File: src/nnPkg.sv
package nnPkg;

	localparam int SampleW = 8;
	localparam int WeightW = 8;
	localparam int AccumW = 24;
	localparam int ClassW = 2;

	typedef logic [SampleW-1:0] sampleT;
	typedef logic signed [WeightW-1:0] weightT;
	typedef logic signed [AccumW-1:0] accumT;
	typedef logic [ClassW-1:0] classT;

	localparam int NumInputs = 15;
	localparam int NumHidden = 4;
	localparam int NumClasses = 3;

	// Activation clamp.
	localparam int SatLimit = 8192;
	localparam int ActShift = 5;
	localparam int ActMax = 255;

	//////////////////////////////////////////////////////////////////////
	// Default weights, listed from the highest slot down.
	// Slot of neuron n, input i is n * inputs + i.
	//////////////////////////////////////////////////////////////////////
	localparam logic [NumHidden*NumInputs*WeightW-1:0] HiddenWeightsDefault = {
		8'sd5, -8'sd7, 8'sd11, 8'sd3, -8'sd2, 8'sd9, -8'sd6, 8'sd14,
		-8'sd1, 8'sd8, -8'sd12, 8'sd4, 8'sd7, -8'sd3, 8'sd10,
		-8'sd4, 8'sd12, 8'sd6, -8'sd9, 8'sd15, 8'sd2, -8'sd5, 8'sd3,
		8'sd11, -8'sd8, 8'sd1, 8'sd13, -8'sd2, 8'sd6, -8'sd7,
		8'sd9, 8'sd3, -8'sd11, 8'sd7, 8'sd4, -8'sd6, 8'sd17, -8'sd3,
		8'sd2, 8'sd10, -8'sd5, 8'sd8, -8'sd14, 8'sd5, 8'sd12,
		8'sd16, 8'sd18, -8'sd3, 8'sd10, -8'sd9, -8'sd1, 8'sd4, 8'sd12,
		8'sd1, -8'sd24, 8'sd22, 8'sd13, -8'sd4, -8'sd10, 8'sd16
	};
	localparam logic [NumHidden*AccumW-1:0] HiddenBiasDefault = {
		24'sd40, -24'sd100, 24'sd25, -24'sd1
	};
	localparam logic [NumClasses*NumHidden*WeightW-1:0] OutWeightsDefault = {
		8'sd7, -8'sd4, 8'sd10, 8'sd2,
		-8'sd5, 8'sd12, 8'sd3, 8'sd6,
		8'sd11, 8'sd2, -8'sd7, 8'sd8
	};
	localparam logic [NumClasses*AccumW-1:0] OutBiasDefault = {
		-24'sd30, 24'sd15, 24'sd0
	};

endpackage

File: src/sampleLoader.sv
`timescale 1ns/1ps

module sampleLoader (
	input logic clk,
	input logic reset,
	input logic sampleStrobe,
	input nnPkg::sampleT sampleData,
	output logic vecStrobe,
	output logic [nnPkg::NumInputs*nnPkg::SampleW-1:0] vecData
);

	localparam int CountW = $clog2(nnPkg::NumInputs);
	localparam int BufW = (nnPkg::NumInputs - 1) * nnPkg::SampleW;

	logic [CountW-1:0] posCount;
	logic [BufW-1:0] sampleBuf;
	logic lastSample;

	assign lastSample = (posCount == CountW'(nnPkg::NumInputs - 1));

	// Slot position of the next sample.
	always_ff @(posedge clk)
	begin
		if (reset)
		begin
			posCount <= '0;
		end
		else if (sampleStrobe)
		begin
			if (lastSample)
				posCount <= '0;
			else
				posCount <= posCount + 1'b1;
		end
	end

	// Last sample goes straight to the top slot of the output.
	always_ff @(posedge clk)
	begin
		if (reset)
		begin
			sampleBuf <= '0;
			vecData <= '0;
			vecStrobe <= 1'b0;
		end
		else
		begin
			vecStrobe <= sampleStrobe && lastSample;
			if (sampleStrobe && lastSample)
				vecData <= {sampleData, sampleBuf};
			else if (sampleStrobe)
				sampleBuf[posCount*nnPkg::SampleW +: nnPkg::SampleW] <= sampleData;
		end
	end

endmodule

File: src/neuronNode.sv
`timescale 1ns/1ps

module neuronNode #(
	parameter int NumIn = nnPkg::NumInputs,
	parameter logic [NumIn*nnPkg::WeightW-1:0] Weights = '0,
	parameter nnPkg::accumT Bias = '0
) (
	input logic clk,
	input logic reset,
	input logic inStrobe,
	input logic [NumIn*nnPkg::SampleW-1:0] inData,
	output logic outStrobe,
	output nnPkg::sampleT outData
);

	logic [NumIn*nnPkg::SampleW-1:0] inReg;
	nnPkg::accumT sumNext;
	nnPkg::accumT sumReg;
	logic inStrobeReg;
	logic sumStrobe;

	//////////////////////////////////////////////////////////////////////
	// Stage 1. Input capture.
	//////////////////////////////////////////////////////////////////////
	always_ff @(posedge clk)
	begin
		if (reset)
		begin
			inReg <= '0;
			inStrobeReg <= 1'b0;
		end
		else
		begin
			inReg <= inData;
			inStrobeReg <= inStrobe;
		end
	end

	// Products wrap at the accumulator width.
	always_comb
	begin
		sumNext = Bias;
		for (int i = 0; i < NumIn; i++)
		begin
			sumNext = sumNext
				+ nnPkg::accumT'(inReg[i*nnPkg::SampleW +: nnPkg::SampleW])
				* nnPkg::accumT'(nnPkg::weightT'(Weights[i*nnPkg::WeightW +: nnPkg::WeightW]));
		end
	end

	//////////////////////////////////////////////////////////////////////
	// Stage 2 and 3. Sum, then clamped activation.
	//////////////////////////////////////////////////////////////////////
	always_ff @(posedge clk)
	begin
		if (reset)
		begin
			sumReg <= '0;
			sumStrobe <= 1'b0;
			outData <= '0;
			outStrobe <= 1'b0;
		end
		else
		begin
			sumReg <= sumNext;
			sumStrobe <= inStrobeReg;
			outStrobe <= sumStrobe;
			if (sumReg < 0)
				outData <= '0;
			else if (sumReg >= nnPkg::accumT'(nnPkg::SatLimit))
				outData <= nnPkg::sampleT'(nnPkg::ActMax);
			else
				outData <= nnPkg::sampleT'(sumReg >>> nnPkg::ActShift);
		end
	end

endmodule

File: src/denseLayer.sv
`timescale 1ns/1ps

module denseLayer #(
	parameter int NumIn = nnPkg::NumInputs,
	parameter int NumOut = nnPkg::NumHidden,
	parameter logic [NumOut*NumIn*nnPkg::WeightW-1:0] Weights = '0,
	parameter logic [NumOut*nnPkg::AccumW-1:0] Biases = '0
) (
	input logic clk,
	input logic reset,
	input logic inStrobe,
	input logic [NumIn*nnPkg::SampleW-1:0] inData,
	output logic outStrobe,
	output logic [NumOut*nnPkg::SampleW-1:0] outData
);

	localparam int RowW = NumIn * nnPkg::WeightW;

	logic [NumOut-1:0] nodeStrobe;

	//////////////////////////////////////////////////////////////////////
	// One neuron per output, each with its own weight row.
	//////////////////////////////////////////////////////////////////////
	for (genvar n = 0; n < NumOut; n++)
	begin : gNode
		neuronNode #(
			.NumIn(NumIn),
			.Weights(Weights[n*RowW +: RowW]),
			.Bias(nnPkg::accumT'(Biases[n*nnPkg::AccumW +: nnPkg::AccumW]))
		) node (
			.clk(clk),
			.reset(reset),
			.inStrobe(inStrobe),
			.inData(inData),
			.outStrobe(nodeStrobe[n]),
			.outData(outData[n*nnPkg::SampleW +: nnPkg::SampleW])
		);
	end

	// All neurons share one latency.
	assign outStrobe = nodeStrobe[0];

endmodule

File: src/argmaxSelect.sv
`timescale 1ns/1ps

module argmaxSelect #(
	parameter int NumIn = nnPkg::NumClasses
) (
	input logic clk,
	input logic reset,
	input logic inStrobe,
	input logic [NumIn*nnPkg::SampleW-1:0] inData,
	output logic classStrobe,
	output nnPkg::classT classIndex,
	output nnPkg::sampleT classScore
);

	nnPkg::classT bestIdx;
	nnPkg::sampleT bestVal;

	// Strict compare keeps the lower index on a tie.
	always_comb
	begin
		bestIdx = '0;
		bestVal = inData[0 +: nnPkg::SampleW];
		for (int i = 1; i < NumIn; i++)
		begin
			if (inData[i*nnPkg::SampleW +: nnPkg::SampleW] > bestVal)
			begin
				bestIdx = nnPkg::classT'(i);
				bestVal = inData[i*nnPkg::SampleW +: nnPkg::SampleW];
			end
		end
	end

	always_ff @(posedge clk)
	begin
		if (reset)
		begin
			classStrobe <= 1'b0;
			classIndex <= '0;
			classScore <= '0;
		end
		else
		begin
			classStrobe <= inStrobe;
			if (inStrobe)
			begin
				classIndex <= bestIdx;
				classScore <= bestVal;
			end
		end
	end

endmodule

File: src/nnClassifier.sv
`timescale 1ns/1ps

module nnClassifier #(
	parameter logic [nnPkg::NumHidden*nnPkg::NumInputs*nnPkg::WeightW-1:0] HiddenWeights =
		nnPkg::HiddenWeightsDefault,
	parameter logic [nnPkg::NumHidden*nnPkg::AccumW-1:0] HiddenBias =
		nnPkg::HiddenBiasDefault,
	parameter logic [nnPkg::NumClasses*nnPkg::NumHidden*nnPkg::WeightW-1:0] OutWeights =
		nnPkg::OutWeightsDefault,
	parameter logic [nnPkg::NumClasses*nnPkg::AccumW-1:0] OutBias =
		nnPkg::OutBiasDefault
) (
	input logic clk,
	input logic reset,
	input logic sampleStrobe,
	input nnPkg::sampleT sampleData,
	output logic classStrobe,
	output nnPkg::classT classIndex,
	output nnPkg::sampleT classScore
);

	logic vecStrobe;
	logic [nnPkg::NumInputs*nnPkg::SampleW-1:0] vecData;
	logic hidStrobe;
	logic [nnPkg::NumHidden*nnPkg::SampleW-1:0] hidData;
	logic outStrobe;
	logic [nnPkg::NumClasses*nnPkg::SampleW-1:0] outData;

	//////////////////////////////////////////////////////////////////////
	// Loader, hidden layer, output layer, argmax.
	//////////////////////////////////////////////////////////////////////
	sampleLoader loader (
		.clk(clk),
		.reset(reset),
		.sampleStrobe(sampleStrobe),
		.sampleData(sampleData),
		.vecStrobe(vecStrobe),
		.vecData(vecData)
	);

	denseLayer #(
		.NumIn(nnPkg::NumInputs),
		.NumOut(nnPkg::NumHidden),
		.Weights(HiddenWeights),
		.Biases(HiddenBias)
	) hiddenLayer (
		.clk(clk),
		.reset(reset),
		.inStrobe(vecStrobe),
		.inData(vecData),
		.outStrobe(hidStrobe),
		.outData(hidData)
	);

	denseLayer #(
		.NumIn(nnPkg::NumHidden),
		.NumOut(nnPkg::NumClasses),
		.Weights(OutWeights),
		.Biases(OutBias)
	) outLayer (
		.clk(clk),
		.reset(reset),
		.inStrobe(hidStrobe),
		.inData(hidData),
		.outStrobe(outStrobe),
		.outData(outData)
	);

	argmaxSelect #(
		.NumIn(nnPkg::NumClasses)
	) argmax (
		.clk(clk),
		.reset(reset),
		.inStrobe(outStrobe),
		.inData(outData),
		.classStrobe(classStrobe),
		.classIndex(classIndex),
		.classScore(classScore)
	);

endmodule

File: config.mk
export PLATFORM = sky130hd
export DESIGN_NAME = nnClassifier
export DESIGN_NICKNAME = d
export VERILOG_FILES = /design/src/nnPkg.sv /design/src/sampleLoader.sv /design/src/neuronNode.sv /design/src/denseLayer.sv /design/src/argmaxSelect.sv /design/src/nnClassifier.sv
export SDC_FILE = /design/constraint.sdc
export NUM_CORES = 2
export LEC_CHECK = 0
export BUFFER_PORTS_ARGS = -buffer_cell sky130_fd_sc_hd__buf_2
export CAP_MARGIN = 20
export CORE_MARGIN = 1.5
export CORE_UTILIZATION = 30
export CTS_CLUSTER_DIAMETER = 50
export DETAILED_ROUTE_END_ITERATION = 10
export PLACE_DENSITY_LB_ADDON = 0.08
export SETUP_SLACK_MARGIN = 0.02
export SLEW_MARGIN = 20
export SYNTH_ARGS = -nofsm -noshare
export SYNTH_HDL_FRONTEND = slang
export SYNTH_HIERARCHICAL = 1
export SYNTH_SLANG_ARGS = --single-unit
export TNS_END_PERCENT = 5
File: constraint.sdc
create_clock -name clk -period 19.85 [get_ports clk]
set_clock_uncertainty 0.15 [all_clocks]
set_input_delay 0.9925 -clock clk [delete_from_list [all_inputs] [get_ports clk]]
set_output_delay 0.9925 -clock clk [all_outputs]
set_load 0.1 [all_outputs]
==> reports/summary.txt <==
Synth Warn # = 6
FF+latch area = 20400 sq um
switch share = 27.6%
crit path from = hiddenLayer/gNode[0].node/inReg[9]$_SDFF_PP0_
CP Buf/Inv Count = 6
Pwr Density = 68.1 nW/um^2
Mapped Area = 78100 sq um
insertion delay to the later sink of the worst-skew pair = 880 ps
dpl hpwl = 200000 microns
P_sw = 1.65 mW
DRC = 0
CTS tree = built
worst endpoint data arrival time = 9430 ps
Most common cell on crit path = fa_1
reg-to-reg endpoint = hiddenLayer/gNode[0].node/sumReg[20]$_SDFF_PP0_
combinational share of power = 12.3%
total CTS buffers = 179
Post-Route WL = 251000 microns
HP Class = reg -> reg
Tightest Pin Transition = 1210 ps
root buf cell = clkbuf_16
startpoint types = register
fin crit period = 8860 ps
cells on worst reg2reg path = 28
wire length of the first global-routing pass = 366000 microns
Slew headroom = 19.2%
Reg power frac = 35.8%
DRT Pass-1 Iters = 7
Min-Delay Startpoint = hiddenLayer/gNode[2].node/sumReg[5]$_SDFF_PP0_
critical path endpoint category = register
outcome = finished clean
# rows = 187
post-cts resize count = 0
Layout area overhead = 12.8%
Die Height = 513 microns
most common cell after layout, fill and taps aside = inv_1
mean number of vias per cell = 4.50
R2R Path Start = hiddenLayer/gNode[0].node/inReg[9]$_SDFF_PP0_
Post-Route Setup TNS = 0 ps
die extent in x = 513 microns
CP peak stage delay = 580 ps
Max VDD drop = 0.0682 mV
largest net degree at the start of global routing = 202
Routed Antenna Nets = 0
GR Overflow Total = 0
# setup viols final = 0
io pins = 22
cts hold-fix bufs = 0
total nets after synthesis = 9662
Power, Total = 6.00 mW
1st-iter DRT viols = 3014
unrepaired setup endpoints after global routing = false
Worst Hold Path EP = hiddenLayer/gNode[2].node/outData[0]$_SDFF_PP0_
Syn Area/Cell = 10.1 sq um
clock share of power = 51.9%
CTS sink cnt = 1018
final slew viol count = 0
Worst Path Required = 20420 ps
CP max-delay cell = fa_1
Layout fillers = 26600
DP Area = 81900 sq um
All-Layer GR Usage = 19.2%
Max Fclk = 113 MHz
Design Area, Final = 88100 sq um
Port Buffers = 21
Post-CTS Repair Setup Buffers = 0
CTS H-tree depth = 4
PnR worst setup slack = 10990 ps
WL per Instance = 22.0 microns
Placer Congestion = 0.839
number of global-route vias before repair = 54000
CTS max path bufs = 4
ratio of cells with drive above 1 in the final layout = 5.88%
pre-CTS setup slack = 10930 ps
most frequent cells in the layout = inv_1 (1572), ha_1 (1019), dfxtp_1 (1017)
Final Cycle Share = 44.6%
max-cap violations = 0
post-layout util = 34.0%
core region area = 259000 sq um
CTS clk-pin slew, worst paths = 60 ps
Crit Path Category = reg -> reg
Top delay family on crit path = adder cells
r2r setup slk = 10990 ps
Int Pwr = 4.34 mW
CP max FO = 6
total area of multi-input combinational cells = 51000 sq um
WHS Path Cells = 1
static leakage = 42.5 nW
Nets = 9738
Syn Inst Count = 7735
die area = 263000 sq um
total number of vias = 51300
initial core utilization = 30.1%
initial antenna violation count = 98
Final Hold Fails = 0
[metal layers]
| layer | wire length (microns) | part of all wire, % | global-route usage, % | vias up |
|---|---|---|---|---|
| met4 | 5170 | 2.1 | 4.45 | 10 |
| met5 | 60 | 0.024 | 0 | - |
| met3 | 12300 | 4.9 | 2.65 | 255 |
| met2 | 118000 | 47 | 31.8 | 1063 |
| met1 | 116000 | 46 | 26.2 | 25200 |
| li1 | - | - | - | 24800 |
[worst max-delay path by stage]
stage / slack [ps] / to / cells past startpoint
after floorplan: 11570 / hiddenLayer/gNode[0].node/sumReg[22]$_SDFF_PP0_ / 28
after global placement: 10960 / hiddenLayer/gNode[0].node/sumReg[20]$_SDFF_PP0_ / 28
after detailed placement: 10930 / hiddenLayer/gNode[0].node/sumReg[20]$_SDFF_PP0_ / 28
after CTS: 10930 / hiddenLayer/gNode[0].node/sumReg[20]$_SDFF_PP0_ / 28
after global routing: 10550 / hiddenLayer/gNode[0].node/sumReg[20]$_SDFF_PP0_ / 28
final: 10990 / hiddenLayer/gNode[0].node/sumReg[20]$_SDFF_PP0_ / 28
[worst reg2reg max path: cells and delay by family, from the launching register on]
| family | cells | cell delay (ps) |
|---|---|---|
| buf+inv | 6 | 290 |
| xor+xnor | 1 | 160 |
| flops | 1 | 350 |
| mux | 1 | 330 |
| fa+ha+maj | 12 | 5410 |
| compound gates | 8 | 2060 |
[cell type report]
class,count,area share (%)
timing repair buffer,55,0.466
clock buffer,214,5.49
tap,3402,4.83
antenna,51,0.145
clock inverter,99,1.28
sequential,1018,23.1
multi-input combinational,4983,57.9
inverter,1574,6.71
[per-stage QoR]
stage / std cells / hold slack (ps)
6_report: 11400 / 280
5_1_grt: 11400 / 286
4_1_cts: 11300 / 271
3_5_place_dp: 11000 / 276
3_3_place_gp: 11000 / 269
2_1_floorplan: 7735 / 264
[state kept, by name (all words and copies together) (netlist names)]
register                            flops
loader/sampleBuf                      112
loader/posCount                         4
loader/vecStrobe                        1
hiddenLayer/gNode.node/inReg          480
outLayer/gNode.node/sumReg             56
hiddenLayer/gNode.node/outData         32
hiddenLayer/gNode.node/sumStrobe        1
hiddenLayer/gNode.node/outStrobe        1
hiddenLayer/gNode.node/inStrobeReg      1
argmax/classScore                       8
outLayer/gNode.node/sumStrobe           1
outLayer/gNode.node/inReg              96
outLayer/gNode.node/inStrobeReg         1
argmax/classStrobe                      1
hiddenLayer/gNode.node/sumReg          76
outLayer/gNode.node/outData            24
outLayer/gNode.node/outStrobe           1
argmax/classIndex                       2
loader/vecData                        120
[power groups by stage]
stage / registers (mW) / logic [mW] / clock network [mW]
final: 2.15 / 0.741 / 3.11
after global routing: 2.15 / 0.849 / 3.28
after CTS: 2.15 / 0.755 / 3.20
after detailed placement: 2.19 / 0.750 / 0
after global placement: 2.19 / 0.745 / 0
after floorplan: 2.17 / 0.590 / 0
(Power assumes the default switching activity.)
